<file path="src/logic/loader_pkg.sv">
//==========================================================
// Host side types for the ROM download path
// Halfword, word and byte address as delivered by the host,
// plus the download targets selected by the download index
//==========================================================
`default_nettype none

package loader_pkg;

	// Low bits of the download index that select the target
	localparam int INDEX_SEL_W = 6;

	// One 16-bit unit from the host stream
	typedef logic [15:0] halfword_t;

	// Two halfwords packed for the memory side
	typedef logic [31:0] word_t;

	// Host byte address, 128 MiB range
	typedef logic [26:0] host_addr_t;

	// Encodings equal the download index values
	// Index 3 and anything above falls into NONE
	typedef enum logic [1:0] {
		BOOTROM       = 2'd0,
		CART_MAIN     = 2'd1,
		CART_HANDHELD = 2'd2,
		NONE          = 2'd3
	} dl_target_e;

endpackage

`default_nettype wire

</file>
<file path="src/logic/memmap_pkg.sv">
//==========================================================
// Memory side types for the ROM download path
// RAM byte address, boot ROM word address and the
// default placement of the handheld cartridge image
//==========================================================
`default_nettype none

package memmap_pkg;

	// RAM byte address as seen by the SDRAM write channel
	typedef logic [26:0] ram_addr_t;

	// Boot ROM word address
	// Top bit is the bank from index bit 6
	typedef logic [9:0] bootrom_addr_t;

	// Handheld image sits at 8 MiB
	localparam ram_addr_t CART_HANDHELD_BASE_DEFAULT = 27'h0800000;

endpackage

`default_nettype wire

</file>
<file path="src/logic/halfword_if.sv">
//==========================================================
// Decoded halfwords from the download decoder to the packer
// No back-pressure, one halfword may arrive every cycle
//==========================================================
`timescale 1ns/1ns
`default_nettype none

interface halfword_if;

	logic                   valid;
	loader_pkg::dl_target_e target;
	loader_pkg::host_addr_t addr;
	loader_pkg::halfword_t  data;
	// Boot ROM bank, index bit 6
	logic                   bank;

	modport src (output valid, output target, output addr, output data, output bank);
	modport dst (input valid, input target, input addr, input data, input bank);

endinterface

`default_nettype wire

</file>
<file path="src/logic/word_if.sv">
//==========================================================
// Packed words from the packer to the memory write port
// A word moves when valid and ready are both high; done
// flags a handheld word accepted by the RAM channel
//==========================================================
`timescale 1ns/1ns
`default_nettype none

interface word_if;

	logic                      valid;
	loader_pkg::dl_target_e    target;
	memmap_pkg::bootrom_addr_t rom_addr;
	memmap_pkg::ram_addr_t     ram_addr;
	loader_pkg::word_t         data;
	logic                      ready;
	logic                      done;

	modport src (output valid, output target, output rom_addr, output ram_addr,
		output data, input ready, input done);
	modport dst (input valid, input target, input rom_addr, input ram_addr,
		input data, output ready, output done);

endinterface

`default_nettype wire

</file>
<file path="src/logic/download_decoder.sv">
//==========================================================
// Input stage of the ROM loader
// Decodes the download index into a target, raises the
// cart status flags and the copy start pulse, forwards
// boot ROM and handheld writes as halfwords and stalls the
// host while a handheld word is being written
//==========================================================
`timescale 1ns/1ns
`default_nettype none

module download_decoder (
	input  wire logic                   clk_1x,
	input  wire logic                   RESET,
	input  wire logic                   ioctl_download,
	input  wire logic                   ioctl_wr,
	input  wire logic [7:0]             ioctl_index,
	input  wire loader_pkg::host_addr_t ioctl_addr,
	input  wire loader_pkg::halfword_t  ioctl_dout,
	output      logic                   ioctl_wait,
	output      logic                   cart_loaded,
	output      logic                   cart_main_download,
	output      logic                   cart_handheld_download,
	output      logic                   romcopy_start,
	output      loader_pkg::host_addr_t romcopy_size,
	halfword_if.src                     hw,
	input  wire logic                   done
);

	localparam int TGT_W = $bits(loader_pkg::dl_target_e);

	logic [loader_pkg::INDEX_SEL_W-1:0] index_sel;
	loader_pkg::dl_target_e             index_target;
	loader_pkg::dl_target_e             live_target;
	logic                               download_d;
	logic                               fwd_wr;

	assign index_sel = ioctl_index[loader_pkg::INDEX_SEL_W-1:0];

	// Indices above the enum range select nothing
	always_comb begin
		index_target = loader_pkg::NONE;
		if (index_sel[loader_pkg::INDEX_SEL_W-1:TGT_W] == '0)
			index_target = loader_pkg::dl_target_e'(index_sel[TGT_W-1:0]);
	end

	assign live_target = ioctl_download ? index_target : loader_pkg::NONE;
	assign fwd_wr = ioctl_wr &&
		(live_target == loader_pkg::BOOTROM || live_target == loader_pkg::CART_HANDHELD);

	//==========================================================
	// Status flags, copy start and host stall
	//==========================================================
	always_ff @(posedge clk_1x) begin
		if (!RESET) begin
			cart_main_download     <= 1'b0;
			cart_handheld_download <= 1'b0;
			cart_loaded            <= 1'b0;
			download_d             <= 1'b0;
			romcopy_start          <= 1'b0;
			ioctl_wait             <= 1'b0;
			hw.valid               <= 1'b0;
		end else begin
			cart_main_download     <= live_target == loader_pkg::CART_MAIN;
			cart_handheld_download <= live_target == loader_pkg::CART_HANDHELD;
			download_d             <= ioctl_download;
			hw.valid               <= fwd_wr;
			// Sticky once a main cart has been seen
			if (cart_main_download)
				cart_loaded <= 1'b1;
			romcopy_start <= !ioctl_download && download_d &&
				index_target == loader_pkg::CART_MAIN;
			// Hold the host until the RAM takes the word
			if (ioctl_wr && ioctl_addr[1] && live_target == loader_pkg::CART_HANDHELD)
				ioctl_wait <= 1'b1;
			else if (done)
				ioctl_wait <= 1'b0;
		end
	end

	// Final size is the address on the cycle the download drops
	always_ff @(posedge clk_1x) begin
		if (!ioctl_download && download_d)
			romcopy_size <= ioctl_addr;
		if (fwd_wr) begin
			hw.target <= live_target;
			hw.addr   <= ioctl_addr;
			hw.data   <= ioctl_dout;
			hw.bank   <= ioctl_index[6];
		end
	end

	// The host must respect the stall
	host_wait_a: assert property (@(posedge clk_1x) disable iff (!RESET)
		ioctl_wait |-> !ioctl_wr);

endmodule

`default_nettype wire

</file>
<file path="src/logic/mem_write_port.sv">
//==========================================================
// Output stage of the ROM loader
// Boot ROM words turn into a registered one-cycle write;
// handheld words sit in an output register under
// valid/ready until the RAM takes them
//==========================================================
`timescale 1ns/1ns
`default_nettype none

module mem_write_port (
	input  wire logic                  clk_1x,
	input  wire logic                  RESET,
	word_if.dst                        wd,
	output memmap_pkg::bootrom_addr_t  pifrom_wraddress,
	output loader_pkg::word_t          pifrom_wrdata,
	output logic                       pifrom_wren,
	output logic                       ram_wr_valid,
	output memmap_pkg::ram_addr_t      ram_wr_addr,
	output loader_pkg::word_t          ram_wr_data,
	input  wire logic                  ram_wr_ready
);

	logic rom_take;
	logic ram_take;
	logic ram_fire;

	// Boot ROM never stalls, RAM slot frees on the handshake
	assign wd.ready = wd.target == loader_pkg::BOOTROM || !ram_wr_valid || ram_wr_ready;
	assign rom_take = wd.valid && wd.target == loader_pkg::BOOTROM;
	assign ram_take = wd.valid && wd.ready && wd.target == loader_pkg::CART_HANDHELD;
	assign ram_fire = ram_wr_valid && ram_wr_ready;

	// Lets the decoder release the host
	assign wd.done = ram_fire;

	//==========================================================
	// Control
	//==========================================================
	always_ff @(posedge clk_1x) begin
		if (!RESET) begin
			pifrom_wren  <= 1'b0;
			ram_wr_valid <= 1'b0;
		end else begin
			pifrom_wren <= rom_take;
			if (ram_take)
				ram_wr_valid <= 1'b1;
			else if (ram_fire)
				ram_wr_valid <= 1'b0;
		end
	end

	//==========================================================
	// Payload
	//==========================================================
	always_ff @(posedge clk_1x) begin
		if (rom_take) begin
			pifrom_wraddress <= wd.rom_addr;
			pifrom_wrdata    <= wd.data;
		end
		if (ram_take) begin
			ram_wr_addr <= wd.ram_addr;
			ram_wr_data <= wd.data;
		end
	end

	ram_hold_a: assert property (@(posedge clk_1x) disable iff (!RESET)
		ram_wr_valid && !ram_wr_ready |=> ram_wr_valid &&
		$stable(ram_wr_addr) && $stable(ram_wr_data));

endmodule

`default_nettype wire

</file>
<file path="src/logic/rom_loader.sv">
//==========================================================
// ROM download front end, top level
// Host halfword stream in; boot ROM write port, RAM write
// channel and cart status out. CART_BASE places the
// handheld image in RAM
//==========================================================
`timescale 1ns/1ns
`default_nettype none

module rom_loader #(
	parameter memmap_pkg::ram_addr_t CART_BASE = memmap_pkg::CART_HANDHELD_BASE_DEFAULT
) (
	input  wire logic                      clk_1x,
	input  wire logic                      RESET,
	// Host download port
	input  wire logic                      ioctl_download,
	input  wire logic [7:0]                ioctl_index,
	input  wire loader_pkg::host_addr_t    ioctl_addr,
	input  wire loader_pkg::halfword_t     ioctl_dout,
	input  wire logic                      ioctl_wr,
	output      logic                      ioctl_wait,
	// Boot ROM
	output      memmap_pkg::bootrom_addr_t pifrom_wraddress,
	output      loader_pkg::word_t         pifrom_wrdata,
	output      logic                      pifrom_wren,
	// RAM write channel
	output      logic                      ram_wr_valid,
	output      memmap_pkg::ram_addr_t     ram_wr_addr,
	output      loader_pkg::word_t         ram_wr_data,
	input  wire logic                      ram_wr_ready,
	// Status
	output      logic                      cart_loaded,
	output      logic                      cart_main_download,
	output      logic                      cart_handheld_download,
	output      logic                      romcopy_start,
	output      loader_pkg::host_addr_t    romcopy_size
);

	halfword_if hw_link ();
	word_if     wd_link ();

	download_decoder download_decoder_i (
		.clk_1x                 (clk_1x),
		.RESET                  (RESET),
		.ioctl_download         (ioctl_download),
		.ioctl_wr               (ioctl_wr),
		.ioctl_index            (ioctl_index),
		.ioctl_addr             (ioctl_addr),
		.ioctl_dout             (ioctl_dout),
		.ioctl_wait             (ioctl_wait),
		.cart_loaded            (cart_loaded),
		.cart_main_download     (cart_main_download),
		.cart_handheld_download (cart_handheld_download),
		.romcopy_start          (romcopy_start),
		.romcopy_size           (romcopy_size),
		.hw                     (hw_link.src),
		.done                   (wd_link.done)
	);

	word_packer #(
		.CART_BASE (CART_BASE)
	) word_packer_i (
		.clk_1x (clk_1x),
		.RESET  (RESET),
		.hw     (hw_link.dst),
		.wd     (wd_link.src)
	);

	mem_write_port mem_write_port_i (
		.clk_1x           (clk_1x),
		.RESET            (RESET),
		.wd               (wd_link.dst),
		.pifrom_wraddress (pifrom_wraddress),
		.pifrom_wrdata    (pifrom_wrdata),
		.pifrom_wren      (pifrom_wren),
		.ram_wr_valid     (ram_wr_valid),
		.ram_wr_addr      (ram_wr_addr),
		.ram_wr_data      (ram_wr_data),
		.ram_wr_ready     (ram_wr_ready)
	);

endmodule

`default_nettype wire

</file>
<file path="src/logic/word_packer.sv">
//==========================================================
// Packs pairs of halfwords into 32-bit words
// Boot ROM words are byte swapped, lower half on top
// Handheld words keep host order and are placed at
// the host address plus CART_BASE in RAM
//==========================================================
`timescale 1ns/1ns
`default_nettype none

module word_packer #(
	parameter memmap_pkg::ram_addr_t CART_BASE = memmap_pkg::CART_HANDHELD_BASE_DEFAULT
) (
	input wire logic clk_1x,
	input wire logic RESET,
	halfword_if.dst  hw,
	word_if.src      wd
);

	loader_pkg::halfword_t  pend_half;
	loader_pkg::host_addr_t pend_addr;
	logic                   pend_bank;
	logic                   out_free;
	logic                   load_word;

	function automatic loader_pkg::halfword_t byte_swap(input loader_pkg::halfword_t h);
		return {h[7:0], h[15:8]};
	endfunction

	assign out_free  = !wd.valid || wd.ready;
	// Upper half completes the word
	assign load_word = hw.valid && hw.addr[1] && out_free;

	always_ff @(posedge clk_1x) begin
		if (!RESET)
			wd.valid <= 1'b0;
		else if (load_word)
			wd.valid <= 1'b1;
		else if (wd.ready)
			wd.valid <= 1'b0;
	end

	// Lower half parks here, address and bank come from it
	always_ff @(posedge clk_1x) begin
		if (hw.valid && !hw.addr[1]) begin
			pend_half <= hw.data;
			pend_addr <= hw.addr;
			pend_bank <= hw.bank;
		end
	end

	always_ff @(posedge clk_1x) begin
		if (load_word) begin
			wd.target   <= hw.target;
			wd.rom_addr <= {pend_bank, pend_addr[10:2]};
			wd.ram_addr <= memmap_pkg::ram_addr_t'(pend_addr) + CART_BASE;
			if (hw.target == loader_pkg::CART_HANDHELD)
				wd.data <= {hw.data, pend_half};
			else
				wd.data <= {byte_swap(pend_half), byte_swap(hw.data)};
		end
	end

	// Word must not move or change while the port stalls
	word_hold_a: assert property (@(posedge clk_1x) disable iff (!RESET)
		wd.valid && !wd.ready |=> wd.valid && $stable(wd.data) &&
		$stable(wd.ram_addr) && $stable(wd.target));

endmodule

`default_nettype wire

</file>
<file path="config.mk">
export PLATFORM = sky130hd
export DESIGN_NAME = rom_loader
export DESIGN_NICKNAME = d
export VERILOG_FILES = /design/src/logic/loader_pkg.sv /design/src/logic/memmap_pkg.sv /design/src/logic/halfword_if.sv /design/src/logic/word_if.sv /design/src/logic/download_decoder.sv /design/src/logic/mem_write_port.sv /design/src/logic/rom_loader.sv /design/src/logic/word_packer.sv
export SDC_FILE = /design/constraint.sdc
export NUM_CORES = 1
export LEC_CHECK = 0
export CELL_PAD_IN_SITES_DETAIL_PLACEMENT = 0
export CELL_PAD_IN_SITES_GLOBAL_PLACEMENT = 2
export CORE_MARGIN = 1
export CORE_UTILIZATION = 35
export CTS_CLUSTER_SIZE = 10
export DETAILED_ROUTE_END_ITERATION = 7
export DONT_BUFFER_PORTS = 1
export PLACE_DENSITY_LB_ADDON = 0.1
export SLEW_MARGIN = 10
export SYNTH_ARGS = -nofsm -noshare
export SYNTH_HDL_FRONTEND = slang
export SYNTH_SLANG_ARGS = --single-unit
</file>
<file path="constraint.sdc">
create_clock -name clk_1x -period 12.9 [get_ports clk_1x]
set_input_delay 0.645 -clock clk_1x [delete_from_list [all_inputs] [get_ports clk_1x]]
set_output_delay 0.645 -clock clk_1x [all_outputs]
set_load 0.01 [all_outputs]
</file>
==> results.ini, run 1 <==
[global_route]
antenna_found_initial = 3
overflow = 0
grt_pass1_vias = 3848
grt_start_max_net_pins = 35
grt_usage = 0.114
grt_pass1_wl_mm = 22.4

[sta]
setup_viol = 0
tns_ns = 0
period_share = 0.189
rsz0062_at_grt = false
period_minus_slack_ns = 2.44
fmax_mhz = 409
finalHoldViolCount = 0
slew_violations = 0
slew_headroom = 0.330
tightest_slew_ns = 1.00
finalClockSkew_ns = 0.0106
fin_hold_ws_ns = 0.224

[final_layout]
multi_input_area_sq_um = 636
areaGrowthSynthToFinish_pct = 15.7
fillers = 2305
final_util = 0.411
layout.nets = 525
fin_cells = 813
drive_above_1_share = 0.122
regArea_sq_um = 8610

[hold_path]
hold_start = ioctl_index[0]
worstHoldPathCells = 1
hp-class = in2reg
whs_endpoint = download_decoder_i.cart_handheld_download

[critical_path]
worstPathMaxFanout = 33
cp-start-kind = flip-flop
path_class = reg2reg
r2r_cells = 3
ff2ff_setup_slack_ns = 10.46
reg2reg_from = word_packer_i.wd.target[1]
rr_endpoint = word_packer_i.wd.ram_addr[26]
worstPathArrival_ns = 2.59
cp.required_ns = 13.05
worstSetupEndpointType = flip-flop

[place]
port-buffer-count = 0
routabilityCongestion = 0.692
placed_cells = 766
dp_hpwl_mm = 9.54

[power]
max-vdd-ir-drop_mv = 0.0872
p_leak_nw = 3.50
power_density_nw_per_um2 = 175

[logic_synthesis]
synthXorXnorAreaFrac = 0.00190
ys_seq_area_frac = 0.931
synth_largest_area_cell = edfxtp_1
synthSimpleGateAreaFrac = 0.0563
synth_nets = 488
yosysMostFrequentCell = edfxtp_1
avgSynthCellArea_sq_um = 21.4
syn-cell-area_sq_um = 9240
synth_fa_ha_area_frac = 0.00135
synth_common_cells = edfxtp_1, nand2_1, dfxtp_1
synth_top_family_by_area = simple AND/OR/NAND/NOR gates
synth_top_area_share = 0.910
synth.distinct_cells = 25
synth_edf_count = 280
ys.flop_type = edfxtp_1
async_flop_share = 0
ys_warn_count = 0
synthTopCellsByArea = edfxtp_1, nand2_1, dfxtp_1, nor2b_1, and2_1
synth-compound-area-share = 0.00487
netlist_instances = 431
synth_seq_cells = 290
synth.area.mux_share = 0

[drt]
wl_per_cell_microns = 18.9
drc = 0
ant_nets = 0
wl_mm = 15.4
routed_via_density = 4.51
first_pass_iters = 4
vias = 3669
drtIter0Drc = 186

[clock_network]
clk_path_buf_depth = 3
clkSinkCount = 290
worstSkewPairLatency_ns = 0.50
cts_buffers = 35
ctsHoldBuffers = 0
clockRootBuffer = clkbuf_16
clkTransAtPathRegs_ns = 0.05
cts_tree = done
cts_setup_buffers = 0
ctsResizeCount = 0
htreeDepth = 2

[floorplanning]
die_y_microns = 164
fp.dieW_microns = 164
rows = 59
core-area_sq_um = 26000
dieArea_sq_um = 27100
start_util = 0.356
io-pin-count = 191

[outcome]
run_status = finished, final reports clean

[flow_run]
cap_violations = 0

[metal layers]
metal,track usage,up-vias,wire length (microns)
met5,0,-,34
met1,0.131,1784,6180
met3,0.0578,38,1470
met4,0.0484,4,427
li1,-,1686,-
met2,0.179,157,7260
[state kept, by name, indices dropped and copies added (netlist names), 2 cells and up]
name / flops
word_packer_i.pend_addr: 27
word_packer_i.wd.data: 32
mem_write_port_i.ram_wr_addr: 27
mem_write_port_i.pifrom_wrdata: 32
download_decoder_i.romcopy_size: 27
download_decoder_i.hw.addr: 27
word_packer_i.wd.ram_addr: 27
word_packer_i.pend_half: 16
mem_write_port_i.pifrom_wraddress: 10
download_decoder_i.hw.target: 2
mem_write_port_i.ram_wr_data: 32
word_packer_i.wd.target: 2
download_decoder_i.hw.data: 16
[kinds of logic after synthesis]
kind of cell / Yosys count
xor gates and xnor gates: 2
DFF: 290
adders and majority gates: 1
and+or+nand+nor: 123
buffers and inverters: 9
AOI/OAI and AO/OA: 6
[critical path: stages, from the launching register on]
cell and delay, ns:
edfxtp_1 0.44, o211ai_1 0.24, nor2b_4 0.83, buf_4 0.52
[per-stage QoR]
step	power, W	cell area (sq um)	setup slack, ns
after CTS	0.00190	10700	10.33
after detailed placement	0.00105	9730	10.19
final	0.00187	10700	10.46
after floorplan	0.00105	9240	8.83
after global placement	0.00105	9720	10.20
after global routing	0.00194	10700	10.21
[worst max path at each step]
stage | to | cells after the start | start | slack, ns
final | word_packer_i.wd.ram_addr[26] | 3 | word_packer_i.wd.target[1] | 10.46
after global routing | word_packer_i.wd.ram_addr[26] | 4 | mem_write_port_i.ram_wr_valid | 10.21
after CTS | word_packer_i.wd.ram_addr[26] | 4 | mem_write_port_i.ram_wr_valid | 10.33
after detailed placement | word_packer_i.wd.target[0] | 4 | ram_wr_ready | 10.19
after global placement | word_packer_i.wd.target[0] | 4 | ram_wr_ready | 10.20
after floorplan | mem_write_port_i.pifrom_wraddress[0] | 1 | word_packer_i.wd.target[1] | 8.83
[power breakdown]
| part | internal [W] | total [W] | switching, W | leakage [nW] |
|---|---|---|---|---|
| logic | 0.00000130 | 0.00000429 | 0.00000299 | 0.425 |
| registers | 0.00103 | 0.00103 | 0.00000259 | 2.60 |
| clock network | 0.000500 | 0.000835 | 0.000334 | 0.470 |
[cells in the final DEF (no fill, tap or decap), types with 2 or more instances in the layout]
cell       instances
clkbuf_16         36
and2_1             3
nor2_1             2
nand3b_1           2
nor2b_2            2
clkbuf_1           6
nor2b_4            2
nand2b_1           2
clkinv_2           2
a21boi_0           2
buf_4              8
nand2_1          101
dfxtp_1           10
edfxtp_1         280
or2_2              2
[final cells by class]
type / instances / area share
sequential: 290 / 0.805
antenna: 1 / 0.000234
inverter: 1 / 0.000351
clock buffer: 42 / 0.0864
clock inverter: 4 / 0.00328
tap: 335 / 0.0392
timing repair buffer: 8 / 0.00562
multi-input combinational: 132 / 0.0595
Power figures use the tool's default switching activity.
==> run 2, diff against run 1 <==
==> constraint.sdc (replaced) <==
create_clock -name clk_1x -period 2.2 [get_ports clk_1x]
set_input_delay 0.11 -clock clk_1x [delete_from_list [all_inputs] [get_ports clk_1x]]
set_output_delay 0.11 -clock clk_1x [all_outputs]
set_load 0.01 [all_outputs]
==> run 2 against run 1 <==
Effect of this change:
- power rose to 5.9 times the previous value
- critical path type is now in2reg
- count of clock-buffer cells in the layout is 1 higher
- via count grew 5.2%
- sequential power rose to 5.9 times the previous value
- register-to-register slack worse by 9.9 ns
- non-clock buffer count rose by 56
- worst hold slack better by 0.012 ns
==> results.ini, run 2 (synthesized netlist as in run 1, its figures left out) <==
[outcome]
run_status = finished, final reports clean

[drt]
drtIter0Drc = 264
vias = 3859
wl_mm = 15.4
ant_nets = 0
wl_per_cell_microns = 17.7
routed_via_density = 4.43
first_pass_iters = 6
drc = 0

[final_layout]
antennaDiodeCount = 0
stdcell_area_sq_um = 11300
top_regs = mem_write_port_i.pifrom_wrdata x32, mem_write_port_i.ram_wr_data x32, word_packer_i.wd.data x32
fin_cells = 871
areaGrowthSynthToFinish_pct = 22.0
final_cell_mix = edfxtp_1, nand2_1, dlygate4sd3_1
layout.nets = 581
final_common_cell = edfxtp_1
fillers = 2272
drive_above_1_share = 0.112

[floorplanning]
io-pin-count = 191
die_y_microns = 164
core-area_sq_um = 26000
dieArea_sq_um = 27100
rows = 59
fp.dieW_microns = 164
start_util = 0.356

[global_route]
use_met1 = 0.124
antenna_found_initial = 0
grt_pass1_wl_mm = 23.1
grt_usage = 0.116
grt_use_met2 = 0.195
grt_busiest_layer = met2
grt_pass1_vias = 4151
overflow = 0
grtUsageMet3 = 0.0545
grt_start_max_net_pins = 49

[power]
power.total_w = 0.0110
seq_power_share = 0.550
p_sw_w = 0.00201
intPower_w = 0.00897
p_clk_frac = 0.440
p_sw_frac = 0.183
p_leak_nw = 3.75
power_density_nw_per_um2 = 973
p_comb_frac = 0.010
max-vdd-ir-drop_mv = 0.528

[clock_network]
worstSkewPairLatency_ns = 0.50
clk_path_buf_depth = 3
clkTransAtPathRegs_ns = 0.05
clkSinkCount = 290
ctsResizeCount = 0
cts_buffers = 35
htreeDepth = 2
clockRootBuffer = clkbuf_16
cts_tree = done

[flow_run]
cap_violations = 0

[critical_path]
worstPathArrival_ns = 2.27
worstSetupEndpointType = flip-flop
cp-start-kind = input port
cp.required_ns = 2.63
ff2ff_setup_slack_ns = 0.60
worstPathMaxFanout = 4
path_class = in2reg
r2r_cells = 5

[sta]
tightest_slew_ns = 0.450
finalClockSkew_ns = 0.0104
finalHoldViolCount = 0
slew_violations = 0
setup_viol = 0
fmax_mhz = 544
rsz0062_at_grt = false
slew_headroom = 0.700
period_minus_slack_ns = 1.84
period_share = 0.836

[hold_path]
worstHoldPathCells = 2
hp-class = in2reg

[place]
dp_hpwl_mm = 8.97
placed_cells = 769
routabilityCongestion = 0.708
port-buffer-count = 0
placed_area_sq_um = 9800

-- run 2: changes by cell type in the layout (fill, tap and decap cells not counted), sizes merged --
cell / change
clkbuf: +1
dlygate4sd3: +53
inv: +2
buf: +3
diode: -1
-- run 2: layout make-up --
cell class,instances,area (sq um),area share
inverters,1,3.75,0.000333
clock inverters,6,38.8,0.00344
clock buffers,43,906,0.0803
flip-flops and latches,290,8610,0.764
repair buffers,64,663,0.0588
multi-input cells,132,636,0.0564
well taps,335,419,0.0372
-- run 2: final timing paths --
kind | startpoint | to
max | ioctl_index[4] | download_decoder_i.cart_handheld_download
min reg2reg | word_packer_i.wd.ram_addr[20] | mem_write_port_i.ram_wr_addr[20]
max reg2reg | download_decoder_i.download_d | download_decoder_i.romcopy_start
min | ioctl_wr | download_decoder_i.hw.data[0]
-- run 2: through the flow --
stage	setup TNS (ns)	util	setup WS, ns	hold slack, ns
detailed placement	0	0.377	0.608	0.189
finish	0	0.434	0.362	0.236
CTS	0	0.434	0.435	0.223
global route	0	0.434	0.256	0.226
global placement	0	0.377	0.643	0.192
floorplan	-16.03	-	-0.375	0.187
-- run 2: power groups by stage --
| stage | clock network, W | registers, W | logic [W] |
|---|---|---|---|
| floorplan | 0 | 0.00614 | 0.0000198 |
| global placement | 0 | 0.00615 | 0.0000260 |
| detailed placement | 0 | 0.00615 | 0.0000262 |
| CTS | 0.00502 | 0.00603 | 0.000113 |
| global route | 0.00518 | 0.00603 | 0.000122 |
| finish | 0.00483 | 0.00604 | 0.000112 |
-- run 2: critical path, stage by stage --
cell	delay, ns
dlygate4sd3_1	0.55
nor4_2	0.17
dlygate4sd3_1	0.62
nand2_1	0.10
nor3_1	0.16
dlygate4sd3_1	0.56
-- run 2: what timing repair did --
action	4_1_cts	5_1_grt
hold endpoints to repair	84	0
hold buffers	53	0
setup buffers	0	0
-- run 2: routing by layer --
layer | up-vias | share of wire
met3 | 38 | 0.090
li1 | 1797 | -
met1 | 1863 | 0.38
met5 | - | 0
met2 | 161 | 0.50
met4 | 0 | 0.028
